==> src/rtl/mips_commit_params.svh <==
`ifndef MIPS_COMMIT_PARAMS_SVH
`define MIPS_COMMIT_PARAMS_SVH

// data and address width
`define DATA_WIDTH 32

// fetch target on any exception
`define EXC_VECTOR 32'hbfc0_0380

// epc value out of reset
`define EPC_RESET 32'hbfc0_0000

`endif

==> src/rtl/mips_commit_pkg.sv <==
`include "mips_commit_params.svh"

package mips_commit_pkg;

    typedef logic [`DATA_WIDTH-1:0] word_t;

    typedef enum logic [2:0] {
        op_nop,
        op_alu,
        op_load,
        op_store,
        op_branch,
        op_eret,
        op_syscall
    } commit_op_e;

    // MIPS cause encodings
    typedef enum logic [4:0] {
        exc_int  = 5'd0,
        exc_adel = 5'd4,
        exc_ades = 5'd5,
        exc_sys  = 5'd8,
        exc_ov   = 5'd12
    } exc_code_e;

    typedef enum logic [1:0] {
        mem_idle,
        mem_addr,
        mem_data
    } mem_state_e;

endpackage

==> src/rtl/commit_stage.sv <==
module commit_stage
    import mips_commit_pkg::*;
(
    input  logic             clk,
    input  logic             rst_n,
    input  logic             in_valid,
    output logic             in_ready,
    input  commit_op_e [1:0] op,
    input  word_t [1:0]      pc,
    input  word_t [1:0]      result,
    input  word_t [1:0]      store_data,
    input  logic [1:0][4:0]  dest,
    input  logic [1:0]       overflow,
    input  logic             int_req,
    input  logic             exl,
    input  word_t            epc,
    output logic             dmem_req,
    output logic             dmem_wr,
    output word_t            dmem_addr,
    output word_t            dmem_wdata,
    input  logic             dmem_addr_ok,
    input  logic             dmem_data_ok,
    input  word_t            dmem_rdata,
    output logic [1:0]       rf_wen,
    output logic [1:0][4:0]  rf_waddr,
    output word_t [1:0]      rf_wdata,
    output logic             redirect_valid,
    output word_t            redirect_pc,
    output logic             exception_valid,
    output exc_code_e        exception_code,
    output logic             exc_commit,
    output word_t            exc_pc,
    output exc_code_e        exc_code,
    output logic             eret_commit
);

    logic             finish;
    logic             c1_done;
    logic             c2_done;
    logic             shadow;
    logic             c1_valid;
    logic             c1_dead;
    commit_op_e [1:0] c1_op;
    word_t [1:0]      c1_pc;
    word_t [1:0]      c1_result;
    word_t [1:0]      c1_store_data;
    logic [1:0][4:0]  c1_dest;
    logic [1:0]       c1_overflow;
    logic [1:0]       c1_live;
    logic             c1_exc_valid;
    logic             c1_exc_slot;
    exc_code_e        c1_exc_code;
    logic             c1_redirect;
    logic             c1_mem_slot;
    logic             c2_valid;
    commit_op_e [1:0] c2_op;
    word_t [1:0]      c2_pc;
    word_t [1:0]      c2_result;
    logic [1:0][4:0]  c2_dest;
    logic [1:0]       c2_live;
    logic             c2_exc_valid;
    logic             c2_exc_slot;
    exc_code_e        c2_exc_code;
    logic             c2_mem_slot;

    assign finish = c1_done & c2_done;
    assign in_ready = finish;
    assign c1_mem_slot = (c1_op[1] == op_load) | (c1_op[1] == op_store);

    // shadow marks the next accepted bundle as wrong-path
    always_ff @(posedge clk)
    begin
        if (!rst_n)
        begin
            c1_valid <= 1'b0;
            c1_dead <= 1'b0;
            shadow <= 1'b0;
            c2_valid <= 1'b0;
        end
        else if (finish)
        begin
            c1_valid <= in_valid;
            c2_valid <= c1_valid;
            if (in_valid)
            begin
                c1_dead <= shadow | c1_redirect;
                shadow <= 1'b0;
            end
            else
                shadow <= shadow | c1_redirect;
        end
    end

    always_ff @(posedge clk)
    begin
        if (finish)
        begin
            if (in_valid)
            begin
                c1_op <= op;
                c1_pc <= pc;
                c1_result <= result;
                c1_store_data <= store_data;
                c1_dest <= dest;
                c1_overflow <= overflow;
            end
            c2_op <= c1_op;
            c2_pc <= c1_pc;
            c2_result <= c1_result;
            c2_dest <= c1_dest;
            c2_live <= c1_live;
            c2_exc_valid <= c1_exc_valid;
            c2_exc_slot <= c1_exc_slot;
            c2_exc_code <= c1_exc_code;
            c2_mem_slot <= c1_mem_slot;
        end
    end

    exception_check exception_check_inst (
        .clk, .rst_n,
        .stall(~finish), .dead(c1_dead | ~c1_valid),
        .op(c1_op), .result(c1_result), .store_data(c1_store_data),
        .overflow(c1_overflow), .int_req, .exl, .dmem_addr_ok,
        .live(c1_live), .exc_valid(c1_exc_valid), .exc_slot(c1_exc_slot),
        .exc_code(c1_exc_code), .redirect_taken(c1_redirect),
        .dmem_req, .dmem_wr, .dmem_addr, .dmem_wdata, .c1_done
    );

    data_commit data_commit_inst (
        .clk, .rst_n, .finish, .c2_valid,
        .live(c2_live), .exc_valid(c2_exc_valid), .exc_slot(c2_exc_slot),
        .exc_code(c2_exc_code), .op(c2_op), .pc(c2_pc), .result(c2_result),
        .dest(c2_dest), .mem_slot(c2_mem_slot), .epc, .dmem_data_ok, .dmem_rdata,
        .c2_done, .rf_wen, .rf_waddr, .rf_wdata, .redirect_valid, .redirect_pc,
        .exception_valid, .exception_code, .exc_commit, .exc_pc, .eret_commit
    );

    assign exc_code = c2_exc_code;

endmodule

==> src/rtl/cp0_regs.sv <==
`include "mips_commit_params.svh"

module cp0_regs
    import mips_commit_pkg::*;
(
    input  logic      clk,
    input  logic      rst_n,
    input  logic      exc_commit,
    input  word_t     exc_pc,
    input  exc_code_e exc_code,
    input  logic      eret_commit,
    output word_t     epc,
    output logic      exl
);

    always_ff @(posedge clk)
    begin
        if (!rst_n)
        begin
            epc <= `EPC_RESET;
            exl <= 1'b0;
        end
        else if (exc_commit)
        begin
            epc <= exc_pc;
            exl <= 1'b1;
        end
        else if (eret_commit)
            exl <= 1'b0;
    end

endmodule

==> src/rtl/data_commit.sv <==
`include "mips_commit_params.svh"

module data_commit
    import mips_commit_pkg::*;
(
    input  logic             clk,
    input  logic             rst_n,
    input  logic             finish,
    input  logic             c2_valid,
    input  logic [1:0]       live,
    input  logic             exc_valid,
    input  logic             exc_slot,
    input  exc_code_e        exc_code,
    input  commit_op_e [1:0] op,
    input  word_t [1:0]      pc,
    input  word_t [1:0]      result,
    input  logic [1:0][4:0]  dest,
    input  logic             mem_slot,
    input  word_t            epc,
    input  logic             dmem_data_ok,
    input  word_t            dmem_rdata,
    output logic             c2_done,
    output logic [1:0]       rf_wen,
    output logic [1:0][4:0]  rf_waddr,
    output word_t [1:0]      rf_wdata,
    output logic             redirect_valid,
    output word_t            redirect_pc,
    output logic             exception_valid,
    output exc_code_e        exception_code,
    output logic             exc_commit,
    output word_t            exc_pc,
    output logic             eret_commit
);

    mem_state_e state;
    word_t      load_data;
    word_t      load_word;
    logic       mem_live;
    logic       commit;
    logic       branch_commit;

    assign commit = finish & c2_valid;
    assign mem_live = c2_valid & live[mem_slot]
                    & ((op[mem_slot] == op_load) | (op[mem_slot] == op_store));
    assign c2_done = ~mem_live | (state == mem_data) | dmem_data_ok;

    // hold early load data until both stages finish
    always_ff @(posedge clk)
    begin
        if (!rst_n)
            state <= mem_idle;
        else if (finish)
            state <= mem_idle;
        else if (mem_live && dmem_data_ok && state == mem_idle)
            state <= mem_data;
    end

    always_ff @(posedge clk)
    begin
        if (state == mem_idle && dmem_data_ok)
            load_data <= dmem_rdata;
    end

    assign load_word = (state == mem_data) ? load_data : dmem_rdata;

    always_comb
    begin
        for (int i = 0; i < 2; i++)
        begin
            rf_wen[i] = commit & live[i] & ((op[i] == op_alu) | (op[i] == op_load));
            rf_waddr[i] = dest[i];
            rf_wdata[i] = (op[i] == op_load) ? load_word : result[i];
        end
    end

    assign exception_valid = commit & exc_valid;
    assign exception_code = exc_code;
    assign exc_commit = exception_valid;
    assign exc_pc = pc[exc_slot];

    assign eret_commit = commit & ~exc_valid & live[0] & (op[0] == op_eret);
    assign branch_commit = commit & ~exc_valid & live[0] & (op[0] == op_branch);

    assign redirect_valid = exception_valid | eret_commit | branch_commit;
    assign redirect_pc = exc_valid ? `EXC_VECTOR : ((op[0] == op_eret) ? epc : result[0]);

endmodule

==> src/rtl/exception_check.sv <==
module exception_check
    import mips_commit_pkg::*;
(
    input  logic             clk,
    input  logic             rst_n,
    input  logic             stall,
    input  logic             dead,
    input  commit_op_e [1:0] op,
    input  word_t [1:0]      result,
    input  word_t [1:0]      store_data,
    input  logic [1:0]       overflow,
    input  logic             int_req,
    input  logic             exl,
    input  logic             dmem_addr_ok,
    output logic [1:0]       live,
    output logic             exc_valid,
    output logic             exc_slot,
    output exc_code_e        exc_code,
    output logic             redirect_taken,
    output logic             dmem_req,
    output logic             dmem_wr,
    output word_t            dmem_addr,
    output word_t            dmem_wdata,
    output logic             c1_done
);

    mem_state_e      state;
    logic [1:0]      fault;
    exc_code_e [1:0] fault_code;
    logic            int_take;
    logic            mem_slot;
    logic            need_req;

    always_comb
    begin
        for (int i = 0; i < 2; i++)
        begin
            fault[i] = 1'b0;
            fault_code[i] = exc_sys;
            case (op[i])
                op_load:
                begin
                    fault[i] = |result[i][1:0];
                    fault_code[i] = exc_adel;
                end
                op_store:
                begin
                    fault[i] = |result[i][1:0];
                    fault_code[i] = exc_ades;
                end
                op_alu:
                begin
                    fault[i] = overflow[i];
                    fault_code[i] = exc_ov;
                end
                op_syscall:
                    fault[i] = 1'b1;
                default:
                    fault[i] = 1'b0;
            endcase
        end
    end

    // no interrupt once the request is out
    assign int_take = ~dead & ~exl & int_req & (op[0] != op_nop) & (state == mem_idle);

    always_comb
    begin
        exc_valid = 1'b0;
        exc_slot = 1'b0;
        exc_code = exc_int;
        live = dead ? 2'b00 : 2'b11;
        if (!dead)
        begin
            if (int_take)
            begin
                exc_valid = 1'b1;
                live = 2'b00;
            end
            else if (fault[0])
            begin
                exc_valid = 1'b1;
                exc_code = fault_code[0];
                live = 2'b00;
            end
            else if (fault[1])
            begin
                exc_valid = 1'b1;
                exc_slot = 1'b1;
                exc_code = fault_code[1];
                live[1] = 1'b0;
            end
        end
    end

    assign mem_slot = (op[1] == op_load) | (op[1] == op_store);
    assign need_req = live[mem_slot] & ((op[mem_slot] == op_load) | (op[mem_slot] == op_store));

    assign dmem_req = need_req & (state != mem_data);
    assign dmem_wr = op[mem_slot] == op_store;
    assign dmem_addr = result[mem_slot];
    assign dmem_wdata = store_data[mem_slot];

    assign c1_done = ~need_req | (state == mem_data) | dmem_addr_ok;
    assign redirect_taken = exc_valid | (live[0] & ((op[0] == op_branch) | (op[0] == op_eret)));

    always_ff @(posedge clk)
    begin
        if (!rst_n)
            state <= mem_idle;
        else
        begin
            case (state)
                mem_idle, mem_addr:
                    if (dmem_req)
                        state <= dmem_addr_ok ? (stall ? mem_data : mem_idle) : mem_addr;
                mem_data:
                    if (!stall)
                        state <= mem_idle;
                default:
                    state <= mem_idle;
            endcase
        end
    end

endmodule

==> src/rtl/mips_commit_top.sv <==
module mips_commit_top
    import mips_commit_pkg::*;
(
    input  logic             clk,
    input  logic             rst_n,
    input  logic             int_req,
    input  logic             in_valid,
    output logic             in_ready,
    input  commit_op_e [1:0] op,
    input  word_t [1:0]      pc,
    input  word_t [1:0]      result,
    input  word_t [1:0]      store_data,
    input  logic [1:0][4:0]  dest,
    input  logic [1:0]       overflow,
    output logic             dmem_req,
    output logic             dmem_wr,
    output word_t            dmem_addr,
    output word_t            dmem_wdata,
    input  logic             dmem_addr_ok,
    input  logic             dmem_data_ok,
    input  word_t            dmem_rdata,
    output logic [1:0]       rf_wen,
    output logic [1:0][4:0]  rf_waddr,
    output word_t [1:0]      rf_wdata,
    output logic             redirect_valid,
    output word_t            redirect_pc,
    output logic             exception_valid,
    output exc_code_e        exception_code
);

    word_t     epc;
    logic      exl;
    logic      exc_commit;
    word_t     exc_pc;
    exc_code_e exc_code;
    logic      eret_commit;

    commit_stage commit_stage_inst (
        .clk, .rst_n, .in_valid, .in_ready,
        .op, .pc, .result, .store_data, .dest, .overflow,
        .int_req, .exl, .epc,
        .dmem_req, .dmem_wr, .dmem_addr, .dmem_wdata,
        .dmem_addr_ok, .dmem_data_ok, .dmem_rdata,
        .rf_wen, .rf_waddr, .rf_wdata, .redirect_valid, .redirect_pc,
        .exception_valid, .exception_code,
        .exc_commit, .exc_pc, .exc_code, .eret_commit
    );

    cp0_regs cp0_regs_inst (
        .clk, .rst_n, .exc_commit, .exc_pc, .exc_code, .eret_commit,
        .epc, .exl
    );

endmodule

==> config.mk <==
export PLATFORM = sky130hd
export DESIGN_NAME = mips_commit_top
export DESIGN_NICKNAME = d
export VERILOG_FILES = /design/src/rtl/mips_commit_pkg.sv /design/src/rtl/commit_stage.sv /design/src/rtl/cp0_regs.sv /design/src/rtl/data_commit.sv /design/src/rtl/exception_check.sv /design/src/rtl/mips_commit_top.sv
export VERILOG_INCLUDE_DIRS = /design/src /design/src/rtl
export SDC_FILE = /design/constraint.sdc
export NUM_CORES = 1
export LEC_CHECK = 0
export BUFFER_PORTS_ARGS = -buffer_cell sky130_fd_sc_hd__buf_2
export CAP_MARGIN = 0
export CORE_MARGIN = 8
export CORE_UTILIZATION = 48
export CTS_CLUSTER_DIAMETER = 80
export DETAILED_ROUTE_END_ITERATION = 10
export GPL_ROUTABILITY_DRIVEN = 0
export PLACE_DENSITY_LB_ADDON = 0.25
export SETUP_SLACK_MARGIN = 0.4
export SYNTH_ARGS = -nofsm -noshare
export SYNTH_HDL_FRONTEND = slang
export SYNTH_SLANG_ARGS = --single-unit
export TNS_END_PERCENT = 30
==> constraint.sdc <==
create_clock -name clk -period 12.09 [get_ports clk]
set_input_delay 1.209 -clock clk [delete_from_list [all_inputs] [get_ports clk]]
set_output_delay 1.209 -clock clk [all_outputs]
set_load 0.02 [all_outputs]
==> results by stage, run 1 <==
Yosys:
- The mean instance size in the synthesized netlist is 16.3 µm².
- In the synthesized netlist the async set-or-reset flop fraction comes to 0%.
- For this run, the leading register cell type out of synthesis is sky130_fd_sc_hd__edfxtp_1.
- The number of flops mapped to enable cells by yosys is slightly below 400.
- Sequential elements use 76.8% of the synthesized area.
- The number of flip-flops and latches in the synthesized netlist is 434.
- After synthesis the cells add up to about 0.016 mm².
- The count of different cell masters after synthesis is 53.
- The number of standard cells after synthesis is 1,009.
- The number of warnings issued by yosys is 0.

CTS:
- The clock-pin slew of the registers on the worst-case setup and hold paths is 0.06 ns.
- The number of sinks on the clock net is 434.
- Once the clock tree was built, the resizer swapped 0 gates to a different size.
- The later-pin clock latency in the skew report is 0.55 ns.
- After clock tree synthesis, the flow added hold-fix buffers numbering 0.
- The maximum root-to-sink buffer count is 3.
- The level count of the clock H-tree is 2.
- The clock tree root driver cell is sky130_fd_sc_hd__clkbuf_16.
- The clock buffer count from CTS is 45.
- The CTS tree is built.
- Post-CTS timing repair inserted 0 buffers for setup.

Outcome:
- The run finished with clean final reports.

Placement:
- In this run the cell area measured after placement is 0.0190 mm².
- The number of buffers added on ports is 427.
- The placed wire-length estimate is 30.1 mm.
- OpenSTA, run right after detailed placement, puts the worst setup slack at 7.30 ns.

Cells and area:
- The area growth from synthesis to layout is 25.1%.
- In the layout the commonest cells are 427 x sky130_fd_sc_hd__buf_2, 394 x sky130_fd_sc_hd__edfxtp_1, 96 x sky130_fd_sc_hd__a21oi_1, 73 x sky130_fd_sc_hd__nor2_1, 72 x sky130_fd_sc_hd__nand2_1.
- Summing all multi-input logic gate instances after layout gives roughly 0.0035 mm².
- For this run, the post-layout net count is 1,685.
- The share of layout cells above drive strength 1 is between 40% and 50%.
- The number of filler cells placed in the layout is 2,639.
- The sequential cells in the finished layout cover a total of 0.0126 mm².
- The most frequent standard cell in the layout excluding fill and tap cells is sky130_fd_sc_hd__buf_2.
- The final design area excluding fillers is approximately 0.02 mm².

Timing:
- Setup violations remaining at the end of the flow were counted as 0.
- Setup repair after global routing left no endpoint under its margin.
- The achievable frequency is 0.236 GHz.
- In this run the tightest slew margin relative to its limit is between 20% and 30%.
- At the pin with the least slew margin, the transition time is 1.18 ns.
- On the final layout, the worst clock skew is about 0.019 ns.
- The number of slew-limit violations in the final report is 0.
- Summed over all failing endpoints, the final setup total negative slack is 0 ns.
- The post-route clock period utilization is 35.0%.
- The final critical-path required period is approximately 4.2 ns.
- The number of hold violations in the final report came to 0.
- Setup slack closes at slightly below 8 ns.

GRT:
- In the global route stage, overall resource usage came out at 20.4%.
- Summed over all layers, the global routing overflow is 0.
- The initial antenna violation count is 5.
- The largest net degree at the start of global routing is approximately 130.
- The first global-routing pass estimated approximately 64 mm of wire.
- The via count of the first global-routing pass is 10,623.

Worst setup path:
- Data on the critical path is required at its endpoint by 10.88 ns.
- The cell at the slowest stage of the critical path is sky130_fd_sc_hd__nand4_4.
- The setup path with the least slack is of type input pin to output port.
- The critical-path maximum fanout is 39.
- The largest stage delay on the critical path is 0.47 ns.
- STA classifies the critical path startpoint as an input pin.
- For the worst setup path, the data arrival time is around 3 ns.
- The capturing element type of the critical path is an output port.
- The signal on the critical path passes through buf_2, nor4b_2, a22oi_4, nand4_4, nand3_2, nor4b_2, buf_2.

Floorplanning:
- In this run the horizontal extent of the chip is 201 µm.
- The die extent in y is 201 µm.
- The die covers 0.0405 mm².
- In this run the core area contains 68 standard-cell rows.
- The core area is between 0.03 and 0.04 mm².
- For this configuration, the core starts out at a cell density of 48.2%.
- between 400 and 500 I/O pins were placed.

Route:
- In the routed design, unresolved DRC markers number 0.
- After detailed routing, the total wire length is 42.5 mm.
- The violation count after the first detailed-route iteration is 481.
- The first TritonRoute pass finished after 5 iterations.
- Detailed routing inserted a total of about 10,000 vias.
- Dividing the detail-routed via count by the number of cells gives 5.28.
- Once detail routing completed, the nets flagged for antenna violations numbered 0.
- In the final routed layout, each cell accounts on average for 22.0 µm.

Job:
- The tool flagged a number of max-cap violations equal to 0.

Power and ir drop:
- The worst supply voltage drop on vdd is around 0.13 mV.
- The analysis attributes to cell leakage a power of 8.25 nW.
- The cell area power density is 171 mW/mm².
- The total power draw is 3.51 mW.

Worst hold path:
- The path class of the tightest hold or removal check is register to register.
## registers in the layout, indices dropped and copies added, names as in the netlist
name	cells
commit_stage_inst.c1_pc	64
commit_stage_inst.c1_result	64
commit_stage_inst.c1_store_data	64
commit_stage_inst.c2_pc	64
commit_stage_inst.c2_result	64
commit_stage_inst.data_commit_inst.load_data	32
cp0_regs_inst.epc	32
commit_stage_inst.c1_dest	10
commit_stage_inst.c2_dest	10
commit_stage_inst.c1_op	6
commit_stage_inst.c2_op	6
commit_stage_inst.exc_code	3
commit_stage_inst.c1_overflow	2
commit_stage_inst.c2_live	2
commit_stage_inst.exception_check_inst.state	2
commit_stage_inst.c1_dead	1
commit_stage_inst.c1_valid	1
commit_stage_inst.c2_exc_slot	1
commit_stage_inst.c2_exc_valid	1
commit_stage_inst.c2_mem_slot	1
commit_stage_inst.c2_valid	1
commit_stage_inst.data_commit_inst.state	1
commit_stage_inst.shadow	1
cp0_regs_inst.exl	1
## per-layer routing
| metal | up-vias | GRT usage, % | wire [µm] |
|---|---|---|---|
| met5 | - | 0 | 23 |
| met4 | 4 | 5.18 | 737 |
| met3 | 60 | 5.73 | 3400 |
| met2 | 406 | 35.0 | 21400 |
| met1 | 5017 | 25.1 | 17000 |
| li1 | 4708 | - | - |
## worst paths after layout
path	start	to	slack, ns	cells past startpoint
min reg2reg	commit_stage_inst.c1_pc[24]	commit_stage_inst.c2_pc[24]	0.42	0
min	commit_stage_inst.c1_pc[24]	commit_stage_inst.c2_pc[24]	0.42	0
max	int_req	rf_wen[0]	7.86	7
max reg2reg	commit_stage_inst.c1_op[5]	commit_stage_inst.c1_pc[47]	8.07	6
## cell families (layout without fill, tap and decap cells)
logic type	count (synthesis)	count (layout)	share of synthesized area (%)
flip-flops	434	434	76.8
multiplexers	129	129	8.37
XOR/XNOR	2	2	0.106
other	1	6	0.0228
AO/OA/AOI/OAI	152	152	5.86
buffers and inverters	63	525	1.95
AND/OR/NAND/NOR	228	228	6.90
## cells in the mapped netlist, types with 2 or more instances
library cell | count | share of area, %
sky130_fd_sc_hd__nand3_1 | 26 | 0.79
sky130_fd_sc_hd__buf_2 | 9 | 0.27
sky130_fd_sc_hd__o211a_1 | 23 | 1.4
sky130_fd_sc_hd__a31oi_1 | 13 | 0.49
sky130_fd_sc_hd__mux2_2 | 64 | 4.4
sky130_fd_sc_hd__edfxtp_1 | 394 | 72
sky130_fd_sc_hd__nand2_1 | 72 | 1.6
sky130_fd_sc_hd__nor2_1 | 74 | 1.7
sky130_fd_sc_hd__a21boi_1 | 4 | 0.18
sky130_fd_sc_hd__nand2b_1 | 12 | 0.46
sky130_fd_sc_hd__nor3b_1 | 3 | 0.14
sky130_fd_sc_hd__buf_6 | 7 | 0.48
sky130_fd_sc_hd__a21oi_1 | 96 | 2.9
sky130_fd_sc_hd__o21ai_0 | 6 | 0.18
sky130_fd_sc_hd__and3_1 | 6 | 0.23
sky130_fd_sc_hd__xnor2_1 | 2 | 0.11
sky130_fd_sc_hd__inv_1 | 5 | 0.11
sky130_fd_sc_hd__buf_1 | 3 | 0.068
sky130_fd_sc_hd__nor2b_1 | 4 | 0.15
sky130_fd_sc_hd__mux2i_1 | 64 | 3.9
sky130_fd_sc_hd__clkbuf_1 | 33 | 0.75
sky130_fd_sc_hd__nand3b_1 | 12 | 0.55
sky130_fd_sc_hd__buf_4 | 5 | 0.23
sky130_fd_sc_hd__nor4b_2 | 3 | 0.27
sky130_fd_sc_hd__dfxtp_1 | 40 | 4.9
sky130_fd_sc_hd__or3_1 | 2 | 0.076
## worst max-delay path, delay by kind of cell
kind / cells / cell delay [ns]
simple gates: 4 / 1.40
buf+inv: 2 / 0.30
compound gates: 1 / 0.11
## final cells by class
type,instances,share of cell area [%]
Sequential cell,434,61.4
Multi-Input combinational cell,513,17.2
Timing Repair Buffer,437,10.8
Clock buffer,49,5.75
Tap cell,455,2.77
Clock inverter,33,1.90
Inverter,6,0.158
Antenna cell,4,0.0487
## through the flow
step	hold WS (ns)	std cells	util, %
global placement	0.400	1845	55.7
CTS	0.416	1927	60.3
finish	0.416	1931	60.3
detailed placement	0.405	1845	55.7
floorplan	0.400	1010	-
global route	0.420	1930	60.3
## power by group
group | internal, mW | switching (mW) | leakage, nW
clock network | 0.899 | 0.559 | 0.772
logic | 0.106 | 0.186 | 3.17
registers | 1.73 | 0.0315 | 4.31
No activity file was read; power rests on OpenSTA's default activity.
==> run 2, diff against run 1 <==
ABC_AREA = 1   (was unset)
clock period = 4.1 ns   (was 12.09 ns; I/O delays follow)
==> run 2 against run 1 <==
Net effect: global-route usage rose by 1.5 points; non-clock buffer count grew 9; sequential share of layout area fell by 0.082 points; power increased to 2.9 times the previous value; highest routed layer unchanged.
==> results by stage, run 2 <==
CTS:
- The maximum root-to-sink buffer count came to 3 (unchanged).
- The later-pin clock latency in the skew report is 0.56 ns (about the same).
- The clock buffer count from CTS was 44 (-2.2%).
- The clock tree root driver cell is sky130_fd_sc_hd__clkbuf_16.
- The clock-pin slew of the registers on the worst-case setup and hold paths is 0.06 ns (about the same).
- The number of sinks on the clock net was 434 (unchanged).
- The CTS tree is built.
- The level count of the clock H-tree is 2 (unchanged).

Yosys:
- The fraction of registers with async set/reset is 0% (unchanged).
- The number of warnings issued by yosys came to 0 (unchanged).
- The count of different cell masters after synthesis is 33 (-38%).
- The number of standard cells after synthesis came to 1,220 (+21%).
- The number of flops mapped to enable cells by yosys is 394 (unchanged).
- The commonest register cell after synthesis is sky130_fd_sc_hd__edfxtp_1.
- The number of flip-flops and latches in the synthesized netlist is 434 (unchanged).
- The leading cell type by number of instances after synthesis is sky130_fd_sc_hd__nand2_1.
- The mean instance size in the synthesized netlist is 13.5 µm² (-17%).
- Yosys attributes the largest share of cell area to sky130_fd_sc_hd__edfxtp_1 72%, sky130_fd_sc_hd__nand2_1 9.6%, sky130_fd_sc_hd__dfxtp_1 4.9%, sky130_fd_sc_hd__mux2_2 4.4%, sky130_fd_sc_hd__o21ai_0 1.8%.
- The cell area after technology mapping was 0.0165 mm² (about the same).
- Summed over all instances, the cell type with the most area after synthesis is sky130_fd_sc_hd__edfxtp_1.
- The proportion of synthesized chip area in sequential cells is 76.8% (about the same).
- Sorting the synthesized cells by how often they occur yields 422 x sky130_fd_sc_hd__nand2_1, 394 x sky130_fd_sc_hd__edfxtp_1, 64 x sky130_fd_sc_hd__mux2_2.
- The fraction of synthesized cell area taken by the top area cell type is 71.9% (about the same).

GRT:
- The global routing usage summed across all routing layers is 21.9% (+1.5 points).
- The met2 usage came to 38.5% (+3.4 points).
- The met3 usage is 7.30% (+1.6 points).
- The initial antenna violation count is 15 (+10).
- The via count of the first global-routing pass is 11,338 (+6.7%).
- The global-route wire length before repair is 67.3 mm (+5.0%).
- The layer flagged by global routing as most heavily used is met2.
- The global routing usage on met1 is 25.1% (about the same).
- The sum of overflow across all layers after global routing was 0 (unchanged).
- The largest net degree at the start of global routing is 156 (+16%).

Timing:
- The number of slew-limit violations in the final report is 0 (unchanged).
- Timing would allow up to 0.287 GHz.
- The number of hold violations in the final report is 0 (unchanged).
- Setup repair after global routing left no endpoint under its margin.
- The worst slew margin relative to its limit is 23.2% (+2.1 points).
- The slew at the pin closest to its max-slew limit was 1.15 ns (-0.0346 ns).
- Subtracting the final worst setup slack from the clock period gives 3.49 ns.
- The post-route clock period utilization is 85.1%.
- The number of setup violations in the final report is 0 (unchanged).
- The worst clock skew on the final layout is 0.0219 ns (+0.00269 ns).

Power and ir drop:
- The total net switching power was 2.39 mW (+210%).
- The portion of total power attributed to sequential cells is 51.4% (+1.3 points).
- The total internal power is 7.71 mW (+180%).
- The clock network power share was 39.1% (-2.4 points).
- The cell area power density is 490 mW/mm² (+190%).
- The switching portion of total power came to 23.7% (+1.5 points).
- The portion of total power attributed to combinational logic is 9.5% (+1.2 points).
- The worst supply voltage drop on vdd is 0.403 mV (+200%).
- The cell leakage power came to 8.65 nW (+4.8%).

Route:
- The number of design rule violations left after detail routing is 0 (unchanged).
- The routed wire length per instance is 21.1 µm (-4.3%).
- The overall via count from detail_route was 10,930 (+7.2%).
- The per-cell via count in the routed design is 5.07 (-4.0%).
- The number of iterations in the first detailed-routing pass is 5 (unchanged).
- The residual antenna-violating net count after detailed routing is 0 (unchanged).
- The wire length after detailed routing is 45.5 mm (+6.9%).
- The violation count after the first detailed-route iteration came to 620 (+29%).

Cells and area:
- The most frequent standard cell in the layout excluding fill and tap cells is sky130_fd_sc_hd__buf_2.
- Compared with the post-synthesis result, the final layout area differs by 25.2%.
- The share of layout cells above drive strength 1 was 35.3% (-4.8 points).
- In the layout the commonest cells are 427 x sky130_fd_sc_hd__buf_2, 422 x sky130_fd_sc_hd__nand2_1, 394 x sky130_fd_sc_hd__edfxtp_1, 64 x sky130_fd_sc_hd__mux2_2, 58 x sky130_fd_sc_hd__o21ai_0.
- The net total in the final layout is 1,907 (+13%).
- The number of standard cells in the final layout excluding fillers was 2,157 (+12%).
- The final core area utilization was 60.4% (+0.081 points).

Worst setup path:
- The largest stage delay on the critical path is 0.62 ns (+0.15 ns).
- The capturing element type of the critical path is an output port.
- The buffers plus inverters on the worst setup path was 4 (+2).
- The worst endpoint data arrival time is 3.08 ns (+0.06 ns).
- The data required time of the critical path is 3.69 ns (-7.19 ns).
- STA classifies the critical path startpoint as a register.
- Traced cell by cell, the critical path runs through inv_1, nor3_4, buf_4, clkinvlp_4, a21oi_1, buf_2.
- The critical path is of the register to output port type.
- Broken down by cell family, the worst path's largest delay share belongs to buffers and inverters.
- On the critical path, the stage with the largest delay is an instance of sky130_fd_sc_hd__clkinvlp_4.
- The critical-path maximum fanout is 42 (+7.7%).

Placement:
- The number of buffers added on ports came to 427 (unchanged).
- The number of cells in the design after placement is 2,061 (+12%).
- The placed wire-length estimate is 32.2 mm (+6.9%).

Outcome:
- The flow ran to the end, and the final reports show no timing, DRC or antenna violations.

Worst hold path:
- In this run the worst hold path is classified as input pin to register.

Floorplanning:
- The die extent in y is 201 µm (about the same).
- The core area is 0.0341 mm² (unchanged).
- The starting density of the core is 48.2% (about the same).
- The top-level port count is 430 (unchanged).
- The number of rows created at floorplan is 68 (unchanged).
- The area enclosed by the die boundary is 0.0405 mm² (about the same).
- The die width was 201 µm (about the same).

Job:
- The number of max-capacitance violations reported is 0 (unchanged).
run 2: changes by cell type after synthesis, moves of 12 or more:
| cell | delta |
|---|---|
| sky130_fd_sc_hd__nand2_1 | +350 |
| sky130_fd_sc_hd__a31oi_1 | -13 |
| sky130_fd_sc_hd__nor2_1 | -54 |
| sky130_fd_sc_hd__o211a_1 | -23 |
| sky130_fd_sc_hd__o21ai_0 | +52 |
| sky130_fd_sc_hd__nand2b_1 | -12 |
| sky130_fd_sc_hd__mux2i_1 | -64 |
| sky130_fd_sc_hd__inv_1 | +54 |
| sky130_fd_sc_hd__a21oi_1 | -55 |
run 2: routing by layer:
layer  share of wire, %  vias to the layer above  routed length, µm
met5               0.25                        -                114
met4                2.1                       18                976
met3                9.0                       81               4090
met2                 51                      440              23300
met1                 37                     5260              17000
li1                   -                     5131                  -
run 2: worst reg2reg max path: stages (launching register included):
cell	delay, ns
sky130_fd_sc_hd__edfxtp_1	0.48
sky130_fd_sc_hd__inv_2	0.14
sky130_fd_sc_hd__nand2_1	0.06
sky130_fd_sc_hd__nand2_1	0.10
sky130_fd_sc_hd__nand4_4	0.15
sky130_fd_sc_hd__nand4_2	0.17
sky130_fd_sc_hd__nand2_4	0.09
sky130_fd_sc_hd__clkinvlp_4	0.10
sky130_fd_sc_hd__nand2_1	0.12
sky130_fd_sc_hd__clkinvlp_4	0.10
sky130_fd_sc_hd__buf_4	0.58
sky130_fd_sc_hd__buf_4	0.83
run 2: worst paths after layout:
path / from / end / slack (ns) / depth (start not counted)
max: commit_stage_inst.c2_op[0] / redirect_pc[30] / 0.61 / 6
min: store_data[34] / commit_stage_inst.c1_store_data[34] / 0.02 / 1
max reg2reg: commit_stage_inst.c1_op[2] / commit_stage_inst.c1_result[11] / 0.74 / 11
min reg2reg: commit_stage_inst.c1_pc[50] / commit_stage_inst.c2_pc[50] / 0.41 / 0
run 2: area by class of cell:
type	count	area, µm²
Sequential cell	434	12600
Clock buffer	55	1160
Clock inverter	26	264
Fill cell	2725	13500
Multi-Input combinational cell	670	3380
Tap cell	455	569
Antenna cell	8	20.0
Timing Repair Buffer	446	2320
Inverter	63	248
run 2: per-stage QoR:
stage                     TNS [ns]  area, µm²  worst slack (ns)  hold WS, ns  power, mW
final                            0      20600             0.611       0.0225       10.1
after global routing             0      20600             0.440     0.000725       10.4
after CTS                        0      20600             0.520    0.0000968       10.2
after detailed placement         0      19100             0.718        0.405       6.25
after global placement           0      19100             0.835        0.401       6.23
after floorplan            -691.90      16500             -3.27        0.400       5.79
run 2: power groups by stage:
stage | registers, mW | clock network, mW | logic [mW]
2_1_floorplan | 5.28 | 0 | 0.519
3_3_place_gp | 5.27 | 0 | 0.961
3_5_place_dp | 5.28 | 0 | 0.967
4_1_cts | 5.19 | 4.03 | 0.978
5_1_grt | 5.21 | 4.20 | 1.04
6_report | 5.19 | 3.95 | 0.963
run 2: what timing repair did:
item,4_1_cts,5_1_grt
endpoints found under the setup margin,0,3
setup buffers,0,0
hold endpoints to repair,7,0
resized for setup,0,1
hold buffers,7,0
run 2: kinds of logic (layout without fill, tap and decap cells):
group / Yosys count / count (layout) / share of synthesized area, %
muxes: 64 / 64 / 4.38
other: 1 / 10 / 0.0228
AOI/OAI and AO/OA: 124 / 124 / 4.24
buffers and inverters: 117 / 590 / 2.93
DFF: 434 / 434 / 76.8
and+or+nand+nor: 480 / 480 / 11.7
